===== src/cpu_pkg.sv =====
package cpu_pkg;

    // Data, address and register index widths.
    typedef logic [31:0] word_t;
    typedef logic [4:0]  reg_addr_t;
    typedef logic [31:0] imm_t;
    typedef logic [3:0]  byte_mask_t;

    localparam word_t reset_pc = 32'h0000_0000;

    // Unified program and data memory.
    localparam int mem_words      = 256;
    localparam int mem_index_bits = $clog2(mem_words);

    // Major opcodes of the supported subset.
    typedef enum logic [6:0] {
        opc_lui    = 7'b0110111,
        opc_auipc  = 7'b0010111,
        opc_jal    = 7'b1101111,
        opc_jalr   = 7'b1100111,
        opc_branch = 7'b1100011,
        opc_load   = 7'b0000011,
        opc_store  = 7'b0100011,
        opc_op_imm = 7'b0010011,
        opc_op     = 7'b0110011,
        opc_system = 7'b1110011
    } opcode_e;

    typedef enum logic [3:0] {
        class_lui,
        class_auipc,
        class_jal,
        class_jalr,
        class_branch,
        class_load,
        class_store,
        class_op_imm,
        class_op,
        class_ebreak,
        class_illegal
    } inst_class_e;

    typedef enum logic [3:0] {
        alu_add,
        alu_sub,
        alu_sll,
        alu_srl,
        alu_sra,
        alu_slt,
        alu_sltu,
        alu_xor,
        alu_or,
        alu_and
    } alu_funct_e;

    typedef enum logic [1:0] {
        state_run,
        state_halted,
        state_trapped
    } core_state_e;

endpackage


===== src/inst_decoder.sv =====
`timescale 1ns/1ps

module inst_decoder (
    input  cpu_pkg::word_t       inst,
    output cpu_pkg::inst_class_e inst_class,
    output cpu_pkg::alu_funct_e  alu_funct,
    output logic [2:0]           branch_funct,
    output cpu_pkg::reg_addr_t   rd,
    output cpu_pkg::reg_addr_t   rs1,
    output cpu_pkg::reg_addr_t   rs2,
    output cpu_pkg::imm_t        imm
);

    logic [2:0] funct3;
    logic [6:0] funct7;
    cpu_pkg::imm_t imm_i;
    cpu_pkg::imm_t imm_s;
    cpu_pkg::imm_t imm_b;
    cpu_pkg::imm_t imm_u;
    cpu_pkg::imm_t imm_j;

    assign funct3       = inst[14:12];
    assign funct7       = inst[31:25];
    assign branch_funct = funct3;
    assign rd           = inst[11:7];
    assign rs1          = inst[19:15];
    assign rs2          = inst[24:20];

    assign imm_i = {{20{inst[31]}}, inst[31:20]};
    assign imm_s = {{20{inst[31]}}, inst[31:25], inst[11:7]};
    assign imm_b = {{19{inst[31]}}, inst[31], inst[7], inst[30:25], inst[11:8], 1'b0};
    assign imm_u = {inst[31:12], 12'b0};
    assign imm_j = {{11{inst[31]}}, inst[31], inst[19:12], inst[20], inst[30:21], 1'b0};

    always_comb begin
        inst_class = cpu_pkg::class_illegal;
        alu_funct  = cpu_pkg::alu_add;
        imm        = imm_i;
        case (cpu_pkg::opcode_e'(inst[6:0]))
            cpu_pkg::opc_lui: begin
                inst_class = cpu_pkg::class_lui;
                imm        = imm_u;
            end
            cpu_pkg::opc_auipc: begin
                inst_class = cpu_pkg::class_auipc;
                imm        = imm_u;
            end
            cpu_pkg::opc_jal: begin
                inst_class = cpu_pkg::class_jal;
                imm        = imm_j;
            end
            cpu_pkg::opc_jalr: begin
                if (funct3 == 3'b000) inst_class = cpu_pkg::class_jalr;
            end
            cpu_pkg::opc_branch: begin
                imm       = imm_b;
                alu_funct = cpu_pkg::alu_sub;
                // Only eq, ne, lt and ge are supported.
                if (funct3 inside {3'b000, 3'b001, 3'b100, 3'b101}) begin
                    inst_class = cpu_pkg::class_branch;
                end
            end
            cpu_pkg::opc_load: begin
                if (funct3 == 3'b010) inst_class = cpu_pkg::class_load;
            end
            cpu_pkg::opc_store: begin
                imm = imm_s;
                if (funct3 == 3'b000 || funct3 == 3'b010) inst_class = cpu_pkg::class_store;
            end
            cpu_pkg::opc_op_imm: begin
                inst_class = cpu_pkg::class_op_imm;
                case (funct3)
                    3'b000: alu_funct = cpu_pkg::alu_add;
                    3'b010: alu_funct = cpu_pkg::alu_slt;
                    3'b100: alu_funct = cpu_pkg::alu_xor;
                    3'b110: alu_funct = cpu_pkg::alu_or;
                    3'b111: alu_funct = cpu_pkg::alu_and;
                    3'b001: begin
                        alu_funct = cpu_pkg::alu_sll;
                        if (funct7 != 7'b0000000) inst_class = cpu_pkg::class_illegal;
                    end
                    3'b101: begin
                        if (funct7 == 7'b0000000) alu_funct = cpu_pkg::alu_srl;
                        else if (funct7 == 7'b0100000) alu_funct = cpu_pkg::alu_sra;
                        else inst_class = cpu_pkg::class_illegal;
                    end
                    default: inst_class = cpu_pkg::class_illegal;
                endcase
            end
            cpu_pkg::opc_op: begin
                inst_class = cpu_pkg::class_op;
                case (funct3)
                    3'b000: alu_funct = funct7[5] ? cpu_pkg::alu_sub : cpu_pkg::alu_add;
                    3'b010: alu_funct = cpu_pkg::alu_slt;
                    3'b011: alu_funct = cpu_pkg::alu_sltu;
                    3'b100: alu_funct = cpu_pkg::alu_xor;
                    3'b110: alu_funct = cpu_pkg::alu_or;
                    3'b111: alu_funct = cpu_pkg::alu_and;
                    default: inst_class = cpu_pkg::class_illegal;
                endcase
                // Only sub may set funct7.
                if (funct7 != 7'b0000000 && !(funct3 == 3'b000 && funct7 == 7'b0100000)) begin
                    inst_class = cpu_pkg::class_illegal;
                end
            end
            cpu_pkg::opc_system: begin
                if (inst == 32'h0010_0073) inst_class = cpu_pkg::class_ebreak;
            end
            default: inst_class = cpu_pkg::class_illegal;
        endcase
    end

endmodule


===== config.mk =====
export PLATFORM = sky130hd
export DESIGN_NAME = inst_decoder
export DESIGN_NICKNAME = d
export VERILOG_FILES = /design/src/cpu_pkg.sv /design/src/inst_decoder.sv
export SDC_FILE = /design/constraint.sdc
export NUM_CORES = 1
export LEC_CHECK = 0
export ABC_AREA = 1
export BUFFER_PORTS_ARGS = -buffer_cell sky130_fd_sc_hd__buf_2
export CORE_MARGIN = 2
export CORE_UTILIZATION = 44
export DETAILED_ROUTE_END_ITERATION = 8
export GPL_TIMING_DRIVEN = 0
export PLACE_DENSITY = 0.94
export SYNTH_ARGS = -nofsm -noshare
export SYNTH_HDL_FRONTEND = slang
export SYNTH_SLANG_ARGS = --single-unit
export TNS_END_PERCENT = 100

===== constraint.sdc =====
create_clock -name vclk -period 2
set_input_delay 0 -clock vclk [all_inputs]
set_output_delay 0 -clock vclk [all_outputs]
set_load 0.01 [all_outputs]

==> results.yml <==
run_status:
  status: "completed"
synthesis:
  synth_cell_types: 22
  avgSynthCellArea_sq_um: 4.71
  synth_cells: 222
  synthMostInstantiatedCell: "nand2_1"
  netlist_top_cells_area: "nand2_1 (23%), buf_4 (14%), nor2_1 (13%)"
  yosysWarnings: 0
  synth_top_area_share_pct: 23.0
  yosysTopAreaCell: "nand2_1"
  syn_nets: 254
  syn_area_sq_um: 1050
  ys_seq_area_share_pct: 0
  synthTopCellsByCount: "nand2_1 (64), nor2_1 (37), inv_1 (29)"
setup_path:
  worst_setup_path_end_kind: "primary output"
  required_ns: 2.00
  cp_max_fo: 10
  setup.worst_path.class: "primary input to primary output"
  cp_data_arrival_time_ns: 1.19
  cp-start-kind: "primary input"
floorplanning:
  fp.coreArea_sq_um: 2230
  dieArea_sq_um: 2780
  die_y_um: 52.8
  num_io_pins: 90
  chipWidth_um: 52.8
  initial_utilization_pct: 46.8
  std_cell_rows: 17
detailed_routing:
  firstDrtPassIters: 4
  routed_wl_mm: 3.43
  viasPerCell: 4.78
  route.detailed.wl_per_inst_um: 10.1
  drc_errors: 0
  postRouteAntennaNets: 0
  vias: 1624
  drt_iter0_markers: 46
global_routing:
  antenna_found_initial: 0
  grt_pass1_vias: 1264
  grt_usage_pct: 23.6
  grt_overflow: 0
  grt_max_degree: 11
  grt_first_pass_wirelength_mm: 5.25
pwr:
  irDropWorstVdd_mv: 0.128
  combPwrFrac_pct: 100.0
  switching_power_uw: 149
  pwr_density_cell_nw_per_um2: 173
  seq_power_share_pct: 0
  pwr-share-clk_pct: 0
  power.leakage_nw: 1.02
  intPower_uw: 116
  swShare_pct: 56.2
sta:
  drv_slew: 0
  slew_headroom_pct: 77.2
  finalSetupViolCount: 0
  min_period_over_period_pct: 59.4
  tns_ns: 0
  worst_slew_pin_slew_ns: 0.339
  finalHoldViolations: 0
  clock.fmax_mhz: 842
  rsz0062_at_grt: "no"
  min_period_ns: 1.19
final_layout:
  finalNetCount: 346
  register_area_sq_um: 0
  syn2layout_area_growth_pct: 46.4
  num-clock-buffers: 0
  design.seq.count: 0
  fillers: 238
  antenna_cells: 0
  utilization_pct: 68.6
  drive_above_1_share_pct: 41.7
clock_network:
  cts_resized: 0
  hold_buffers: 0
  post_cts_buffers: 0
placement:
  numPortBuffers: 90
  routabilityCongestion: 0.900
  hpwl_mm: 2.95
min_path:
  hold_class: "primary input to primary output"
job:
  cap_viol_max_count: 0
[worst paths after layout]
check	startpoint	to	slack (ns)	depth (start not counted)
setup / recovery	inst[1]	inst_class[1]	0.81	11
hold / removal	inst[20]	rs2[0]	0.29	3
[metal layers]
layer | wire length [um] | up-vias | track usage (%)
met2 | 1670 | 64 | 46.9
met4 | 0 | 0 | 0
met3 | 323 | 0 | 2.29
li1 | - | 856 | -
met1 | 1440 | 704 | 28.5
met5 | 0 | - | 0
[worst max-delay path, stage by stage]
cell and delay, ns:
buf_2 0.09, nand2_1 0.13, nor2_1 0.08, buf_4 0.17, nand2_1 0.13, nand2_1 0.07, nor2_1 0.16, nand2_1 0.08
nor2_1 0.08, nand2_1 0.05, buf_2 0.13
[cell type report]
| cell class | instances | area, sq um | area share, % |
|---|---|---|---|
| inverter | 35 | 134 | 8.74 |
| timing repair buffer | 90 | 450 | 29.4 |
| buffer | 22 | 166 | 10.9 |
| multi-input combinational | 165 | 746 | 48.7 |
| tap | 28 | 35.0 | 2.29 |
[power by group through the flow]
stage	sequential [mW]	combinational [mW]	clock, mW
after detailed placement	0	0.264	0
after global placement	0	0.259	0
after CTS	0	0.264	0
after global routing	0	0.293	0
final	0	0.265	0
after floorplan	0	0.145	0
[cell usage in the layout, fill, tap and decap left out]
| cell | Yosys | final |
|---|---|---|
| buf_6 | 1 | 1 |
| o21ai_0 | 25 | 25 |
| nand4_1 | 1 | 1 |
| o22ai_1 | 1 | 1 |
| nand2_1 | 64 | 64 |
| nor2_4 | 1 | 1 |
| inv_1 | 29 | 29 |
| o221ai_1 | 1 | 1 |
| buf_2 | 1 | 91 |
| inv_4 | 1 | 1 |
| a21oi_1 | 2 | 2 |
| nor2_1 | 37 | 37 |
| nand3_1 | 16 | 16 |
| inv_2 | 5 | 5 |
| nor3_1 | 1 | 1 |
| nand2_4 | 3 | 3 |
| nand3b_1 | 1 | 1 |
| nor2_2 | 3 | 3 |
| o21ai_1 | 2 | 2 |
| buf_4 | 20 | 20 |
| nand2_2 | 5 | 5 |
| nor4_1 | 2 | 2 |
[metrics by stage]
step           worst slack, ns  cells  instance area (sq um)  power [mW]  hold slack (ns)
4_1_cts                  0.832    340                   1530       0.264            0.287
5_1_grt                  0.650    340                   1530       0.293            0.302
6_report                 0.812    340                   1530       0.265            0.289
2_1_floorplan             1.21    222                   1050       0.145           0.0918
3_5_place_dp             0.842    340                   1530       0.264            0.287
3_3_place_gp             0.863    340                   1530       0.259            0.286
[kinds of logic after synthesis]
group | Yosys count | share of synthesized area [%]
AO/OA/AOI/OAI | 31 | 15.3
buffers and inverters | 57 | 28.7
AND/OR/NAND/NOR | 134 | 56.0
Power figures use the tool's default switching activity.
