## config.mk

```make
export PLATFORM = sky130hd
export DESIGN_NAME = exec_ctrl
export DESIGN_NICKNAME = d
export VERILOG_FILES = /design/src/cpu_pkg.sv /design/src/exec_ctrl.sv
export SDC_FILE = /design/constraint.sdc
export NUM_CORES = 1
export LEC_CHECK = 0
export BUFFER_PORTS_ARGS = -buffer_cell sky130_fd_sc_hd__buf_2
export CAP_MARGIN = 5
export CORE_AREA = 2 2 174 176
export DETAILED_ROUTE_END_ITERATION = 6
export DIE_AREA = 0 0 176 178
export GPL_ROUTABILITY_DRIVEN = 1
export SYNTH_ARGS = -nofsm -noshare
export SYNTH_HDL_FRONTEND = slang
export SYNTH_SLANG_ARGS = --single-unit
```

## constraint.sdc

```tcl
create_clock -name clk -period 2.85 [get_ports clk]
set_input_delay 0.57 -clock clk [delete_from_list [all_inputs] [get_ports clk]]
set_output_delay 0.57 -clock clk [all_outputs]
set_load 0.03 [all_outputs]
```

## src/cpu_pkg.sv

```systemverilog
package cpu_pkg;

    // Data, address and register index widths.
    typedef logic [31:0] word_t;
    typedef logic [4:0]  reg_addr_t;
    typedef logic [31:0] imm_t;
    typedef logic [3:0]  byte_mask_t;

    localparam word_t reset_pc = 32'h0000_0000;

    // Unified program and data memory.
    localparam int mem_words      = 256;
    localparam int mem_index_bits = $clog2(mem_words);

    // Major opcodes of the supported subset.
    typedef enum logic [6:0] {
        opc_lui    = 7'b0110111,
        opc_auipc  = 7'b0010111,
        opc_jal    = 7'b1101111,
        opc_jalr   = 7'b1100111,
        opc_branch = 7'b1100011,
        opc_load   = 7'b0000011,
        opc_store  = 7'b0100011,
        opc_op_imm = 7'b0010011,
        opc_op     = 7'b0110011,
        opc_system = 7'b1110011
    } opcode_e;

    typedef enum logic [3:0] {
        class_lui,
        class_auipc,
        class_jal,
        class_jalr,
        class_branch,
        class_load,
        class_store,
        class_op_imm,
        class_op,
        class_ebreak,
        class_illegal
    } inst_class_e;

    typedef enum logic [3:0] {
        alu_add,
        alu_sub,
        alu_sll,
        alu_srl,
        alu_sra,
        alu_slt,
        alu_sltu,
        alu_xor,
        alu_or,
        alu_and
    } alu_funct_e;

    typedef enum logic [1:0] {
        state_run,
        state_halted,
        state_trapped
    } core_state_e;

endpackage

```

## src/exec_ctrl.sv

```systemverilog
`timescale 1ns/1ps

module exec_ctrl (
    input  logic                 clk,
    input  logic                 rst,
    input  cpu_pkg::inst_class_e inst_class,
    input  logic [2:0]           branch_funct,
    input  cpu_pkg::reg_addr_t   rd,
    input  cpu_pkg::imm_t        imm,
    input  cpu_pkg::word_t       src1,
    input  cpu_pkg::word_t       src2,
    input  cpu_pkg::word_t       alu_result,
    input  logic                 equal,
    input  logic                 less_signed,
    output cpu_pkg::word_t       alu_a,
    output cpu_pkg::word_t       alu_b,
    output cpu_pkg::word_t       pc,
    output cpu_pkg::word_t       data_addr,
    output cpu_pkg::word_t       data_wdata,
    output cpu_pkg::byte_mask_t  data_mask,
    output logic                 data_we,
    input  cpu_pkg::word_t       data_rdata,
    output logic                 rd_we,
    output cpu_pkg::word_t       rd_wdata,
    output logic                 commit_valid,
    output cpu_pkg::word_t       commit_pc,
    output cpu_pkg::reg_addr_t   commit_rd,
    output cpu_pkg::word_t       commit_data,
    output logic                 halted,
    output logic                 trapped
);

    cpu_pkg::core_state_e state;
    cpu_pkg::word_t pc_plus4;
    cpu_pkg::word_t pc_target;
    cpu_pkg::word_t next_pc;
    logic active;
    logic taken;
    logic writes_rd;
    logic store_word;

    assign active    = state == cpu_pkg::state_run;
    assign pc_plus4  = pc + 32'd4;
    assign pc_target = pc + imm;

    assign alu_a = (inst_class == cpu_pkg::class_auipc) ? pc : src1;
    assign alu_b = (inst_class == cpu_pkg::class_op || inst_class == cpu_pkg::class_branch) ?
                   src2 : imm;

    always_comb begin
        case (branch_funct)
            3'b000:  taken = equal;
            3'b001:  taken = !equal;
            3'b100:  taken = less_signed;
            3'b101:  taken = !less_signed;
            default: taken = 1'b0;
        endcase
    end

    always_comb begin
        case (inst_class)
            cpu_pkg::class_jal:    next_pc = pc_target;
            cpu_pkg::class_jalr:   next_pc = {alu_result[31:1], 1'b0};
            cpu_pkg::class_branch: next_pc = taken ? pc_target : pc_plus4;
            default:               next_pc = pc_plus4;
        endcase
    end

    // Write-back source per instruction class.
    always_comb begin
        writes_rd = 1'b1;
        case (inst_class)
            cpu_pkg::class_lui:    rd_wdata = imm;
            cpu_pkg::class_auipc,
            cpu_pkg::class_op_imm,
            cpu_pkg::class_op:     rd_wdata = alu_result;
            cpu_pkg::class_jal,
            cpu_pkg::class_jalr:   rd_wdata = pc_plus4;
            cpu_pkg::class_load:   rd_wdata = data_rdata;
            default: begin
                writes_rd = 1'b0;
                rd_wdata  = '0;
            end
        endcase
    end

    // sb replicates the byte, the mask picks the lane.
    assign store_word = branch_funct[1];
    assign data_addr  = alu_result;
    assign data_wdata = store_word ? src2 : {4{src2[7:0]}};
    assign data_mask  = store_word ? 4'b1111 : 4'b0001 << alu_result[1:0];
    assign data_we    = active && inst_class == cpu_pkg::class_store;
    assign rd_we      = active && writes_rd;

    assign commit_valid = active && inst_class != cpu_pkg::class_illegal;
    assign commit_pc    = pc;
    assign commit_rd    = writes_rd ? rd : '0;
    assign commit_data  = rd_wdata;
    assign halted       = state == cpu_pkg::state_halted;
    assign trapped      = state == cpu_pkg::state_trapped;

    always_ff @(posedge clk) begin
        if (rst) begin
            state <= cpu_pkg::state_run;
            pc    <= cpu_pkg::reset_pc;
        end else if (active) begin
            case (inst_class)
                cpu_pkg::class_ebreak:  state <= cpu_pkg::state_halted;
                cpu_pkg::class_illegal: state <= cpu_pkg::state_trapped;
                default:                pc    <= next_pc;
            endcase
        end
    end

endmodule

```

==> results of run 1 <==
[synthesized netlist by cell type, types with 5 or more instances]
master      n  area share
o21a_1      6      0.0067
o21ai_1     6      0.0045
buf_2      14       0.010
nand3_1    20       0.015
buf_4     105        0.12
o21bai_1    7      0.0078
a222oi_1   31       0.046
inv_1      12      0.0067
mux2_1      9       0.015
and2_1     10      0.0093
nor2b_1     8      0.0075
ha_1       32       0.060
o21ai_0    81       0.060
nand2b_1   17       0.016
nor2_1     59       0.033
xor2_1     23       0.030
nand4_1     9      0.0084
o22ai_1     5      0.0047
dfxtp_1    34        0.10
a211oi_1   17       0.019
and4_1      6      0.0078
a21oi_1    59       0.044
mux2_2     55       0.092
o211ai_1    5      0.0056
a21o_1     24       0.027
clkbuf_1   37       0.021
or3_1       7      0.0065
a31oi_1    10      0.0093
xnor2_1    28       0.037
and3_1      9      0.0084
nor3_1      9      0.0067
nand2_1    89       0.050
[where the power goes]
part / internal [W] / leakage, nW / switching [W]
logic: 0.000905 / 4.61 / 0.00162
clock network: 0.000433 / 0.0829 / 0.000247
registers: 0.000526 / 0.281 / 0.0000650
[critical path, cell delays in order, from the launching register on]
cell	delay [ns]
dfxtp_2	0.35
ha_4	0.16
nand3_4	0.08
or2_4	0.29
nor3_4	0.34
nand2_2	0.11
xor2_2	0.17
o21ai_2	0.25
buf_6	0.17
[sequential cells by signal (all words and copies together) (netlist names)]
| register | count |
|---|---|
| state | 2 |
| commit_pc | 32 |
[layout make-up]
class | instances | share of cell area
Tap cell | 390 | 0.0500
Antenna cell | 1 | 0.000256
Inverter | 13 | 0.00500
Timing Repair Buffer | 560 | 0.330
Clock buffer | 6 | 0.0142
Clock inverter | 1 | 0.00307
Sequential cell | 34 | 0.0707
Multi-Input combinational cell | 708 | 0.527
[what timing repair did]
action,in CTS,in global routing
resized for setup,17,29
pin swaps,4,2
setup buffers,1,0
setup endpoints to repair,30,28
endpoints found under the hold margin,0,0
[logic make-up (layout without fill, tap and decap cells)]
| family | Yosys count | count (layout) | synth area share |
|---|---|---|---|
| AOI/OAI and AO/OA | 296 | 296 | 0.302 |
| and+or+nand+nor | 262 | 262 | 0.192 |
| buffers and inverters | 177 | 580 | 0.165 |
| muxes | 66 | 66 | 0.110 |
| xor gates and xnor gates | 51 | 51 | 0.0666 |
| DFF | 34 | 34 | 0.101 |
| adders and majority gates | 33 | 33 | 0.0626 |
| other | 0 | 1 | 0 |
[path summary, 6_finish.rpt]
kind / startpoint / to / slack [ns]
worst max-delay path: commit_pc[2] / commit_data[28] / 0.06
worst min-delay path: commit_pc[10] / commit_pc[10] / 0.58
worst max register to register: commit_pc[9] / commit_pc[27] / 0.21
worst min register to register: commit_pc[10] / commit_pc[10] / 0.58
[stage by stage]
stage	instance area, um^2	std cells
global placement	9450	1704
floorplan	6780	919
detailed placement	9450	1704
CTS	9670	1712
finish	9770	1713
global route	9760	1712
[metal layers]
metal,GRT usage,vias to the layer above,share of wire
li1,-,4123,-
met1,0.284,4252,0.42
met2,0.393,407,0.49
met3,0.0347,28,0.070
met4,0.0554,2,0.018
met5,0,-,0.00019
==> metrics, run 1 <==
commonest non-fill, non-tap cell in the layout=buf_2; Die H=178 um; Place WS=-0.108 ns; Syn. warnings=0; area grow syn2layout=45.5%; Seq/Total Area, Yosys=0.101; r2r worst-path depth=12; Die Wd=176 um; Routed WL=approximately 37000 um; clk_skew=approximately 0.01 ns; dpl hpwl=approximately 31000 um; initial DRC count=between 600 and 700; Final Util=0.332; post-synth cell types=74; crit end category=output pin; Post-Syn Instances=about 920; top_reg_cell synth=dfxtp_1; period utilisation layout=0.980; Worst Setup Slack, final=0.0561 ns; GPL Wtd Cong=0.917; CTS Root Cell=clkbuf_16; RSZ-0062 raised after global routing=true; hold path cells=2; most frequent cells in the layout=buf_2, buf_4, nand2_1; Site Rows=63; DRT Pass-1 Iters=7; total of max-cap violations=0; post-synthesis async set-or-reset flop share=0; f_max=0.358 GHz; clock transition at the registers of the reported paths=about 0.06 ns; CTS Hold Bufs=0; Synth Net Count=1128; VDD IR max=0.170 mV; Num CTS Buffers=5; WS Path Type=reg2out; Overall Power=approximately 0.0038 W; Post-synth EDFFs=0; Register Area=691 um^2; Mapped Area=6710 um^2; first-pass GRT wire length=between 50000 and 60000 um; Worst-Skew Late Latency=about 0.30 ns; worst relative slew slack=0.555; Synth Register Bits=34; Crit path arrival time=2.22 ns; Static Leak=4.97 nW; Num Clock Sinks=34; total global routing overflow=0; Multi-input gate area=5140 um^2; Setup TNS=0 ns; fraction of layout cells with a size suffix above 1=0.525; GRT Total Usage=0.223; slew at the pin with the worst max-slew slack=~0.67 ns; Max Buffers Root-to-Sink=2; HP Class=reg2reg; pin count of the biggest net entering global routing=37; core footprint=roughly 29000 um^2; Fin. Hold Viols=0; vias in the first global route=approximately 8300; vias=about 8800; Residual DRC=6; initial antenna violation count=2; P per Cell Area=389 nW/um^2; WP data required=around 2.3 ns; final slew viol count=0; fill cell count=between 3000 and 4000; Via density=5.14; CTS tree=done; input/output buffers=445; endpoints failing setup=0; worst hold slack=0.576 ns; run status=finished, violations left; CP Max Fanout=5; DR WL/cell=about 22 um; Nets=between 1500 and 2000; Final min period=2.79 ns; Avg Cell Area, Syn=~7.3 um^2; crit start category=register; H-tree levels=2; Routed Antenna Nets=0; initial core utilization=0.228; # IOs=around 450; DIE AREA=approximately 31000 um^2; failing checks=DRC
(Power assumes the default switching activity.)
==> inputs of run 2 (changes only) <==
Settings changed: PLACE_DENSITY from default to 0.57.
==> run 2 against run 1 <==
The run still ends with DRC left. Clock-buffer cell count rose by 1. Die area did not move. Critical path type unchanged. Largest cell class unchanged. Combinational power about the same. Core utilization fell by 0.24 points.
==> metrics, run 2 (synthesized netlist as in run 1, its figures left out) <==
reg2reg start=commit_pc[4]; placed cell count=1690; # IOs=between 400 and 500; fill cell count=about 3200; Die Wd=~180 um; Sw Pwr=0.00193 W; Multi-input gate area=between 5000 and 6000 um^2; Die H=approximately 180 um; wl on met1=approximately 16000 um; most frequent cells in the layout=buf_2, buf_4, nand2_1; Final Non-Filler Cells=roughly 1700; Worst Setup Slack, final=about 0.037 ns; CTS tree=done; GPL Wtd Cong=0.943; final slew viol count=0; fraction of layout cells with a size suffix above 1=0.524; Switching Share=0.524; slew at the pin with the worst max-slew slack=approximately 0.85 ns; part of the power in registers=0.161; Largest register FFs=32; VDD IR max=roughly 0.2 mV; initial DRC count=673; vias in the first global route=8113; Max Buffers Root-to-Sink=2; Nets=around 1500; Pint=0.00176 W; area grow syn2layout=44.5%; initial antenna violation count=3; Final min period=2.81 ns; CTS Root Cell=clkbuf_16; Final Instance Area=9700 um^2; Reg2Reg Setup Slack=between 0.2 and 0.25 ns; H-tree levels=2; r2r worst-path depth=11; crit start category=register; Register Area=between 600 and 700 um^2; Final Util=0.330; WHS Endpoint=commit_pc[5]; endpoints failing setup=0; Worst-Skew Late Latency=0.30 ns; failing checks=DRC; commonest non-fill, non-tap cell in the layout=buf_2; Via density=~5; Fin. Hold Viols=0; CP Launch Point=commit_pc[2]; RSZ-0062 raised after global routing=true; total global routing overflow=0; pin count of the biggest net entering global routing=32; initial core utilization=0.228; core footprint=29400 um^2; Residual DRC=7; met3 WL=~2600 um; met2 wire len=around 18000 um; Site Rows=63; Highest Signal Layer=met5; input/output buffers=approximately 450; Comb power frac=0.677; CP Max Fanout=6; hold path cells=3; Routed WL=roughly 37000 um; DIE AREA=about 31000 um^2; clock transition at the registers of the reported paths=0.06 ns; Setup TNS=0 ns; worst relative slew slack=0.436; HP Class=in2reg; DRT Pass-1 Iters=7; CTS Hold Bufs=0; clock power share=0.162; Static Leak=between 4 and 5 nW; dpl cell area=approximately 9300 um^2; clk_skew=between 0.008 and 0.009 ns; WS Path Type=reg2out; first-pass GRT wire length=roughly 52000 um; Place WS=-0.0583 ns; Num CTS Buffers=5; Routed Antenna Nets=0; Min-Delay Startpoint=alu_result[5]; f_max=0.355 GHz; vias=8734; total of max-cap violations=0; period utilisation layout=0.987; Crit path arrival time=roughly 2.2 ns; DR WL/cell=between 20 and 25 um; WP data required=about 2.3 ns; run status=finished, violations left; P per Cell Area=approximately 380 nW/um^2; dpl hpwl=a little over 30000 um; crit end category=output pin; GRT Total Usage=0.223; Num Clock Sinks=34; reg-to-reg endpoint=commit_pc[19]
[run 2: cell types whose count changed in the layout (fill, tap and decap cells not counted), sizes merged]
cell,before,now
clkbuf,6,9
clkinv,0,1
bufinv,1,0
buf,560,549
[run 2: timing repair]
item | 4_1_cts | 5_1_grt
setup endpoints to repair | 35 | 29
gates resized for setup | 25 | 37
setup buffers | 1 | 5
pin swaps | 4 | 13
[run 2: cell type report]
type                            instances  share of cell area
Tap cell                              390              0.0503
Timing Repair Buffer                  551               0.323
Antenna cell                            1            0.000258
Clock buffer                            7              0.0147
Inverter                               13             0.00503
Sequential cell                        34              0.0712
Clock inverter                          1            0.000516
Multi-Input combinational cell        708               0.535
[run 2: how the worst max path moves through the flow]
stage                     depth (start not counted)               to  slack, ns
after detailed placement                         13    commit_pc[28]      -0.06
after global routing                              9     rd_wdata[26]      -0.02
after floorplan                                   8     rd_wdata[29]      -0.18
after CTS                                         9     rd_wdata[18]     -0.004
after global placement                           12    commit_pc[30]      -0.03
final                                             9  commit_data[26]       0.04
[run 2: metal layers]
layer  up-vias  GRT usage
li1       4094          -
met1      4193      0.286
met2       400      0.389
met3        43     0.0369
met4         4     0.0561
met5         -          0
[run 2: metrics by stage]
stage	power [W]	hold slack, ns
6_report	0.00369	0.585
5_1_grt	0.00390	0.593
4_1_cts	0.00366	0.570
3_5_place_dp	0.00303	0.600
3_3_place_gp	0.00303	0.578
2_1_floorplan	0.00227	0.629
[run 2: power groups by stage]
stage / logic, W / clock network [W] / registers, W
6_report: 0.00250 / 0.000598 / 0.000596
3_5_place_dp: 0.00244 / 0 / 0.000595
2_1_floorplan: 0.00157 / 0 / 0.000696
5_1_grt: 0.00267 / 0.000627 / 0.000601
3_3_place_gp: 0.00243 / 0 / 0.000594
4_1_cts: 0.00246 / 0.000616 / 0.000587
[run 2: critical path, stage by stage (launching register included)]
cell and delay [ns]:
dfxtp_2 0.36, ha_4 0.16, nand3_4 0.08, or2_4 0.32
nor3_4 0.20, buf_6 0.16, nand3_4 0.07, xor2_2 0.17
o21ai_2 0.24, buf_6 0.17
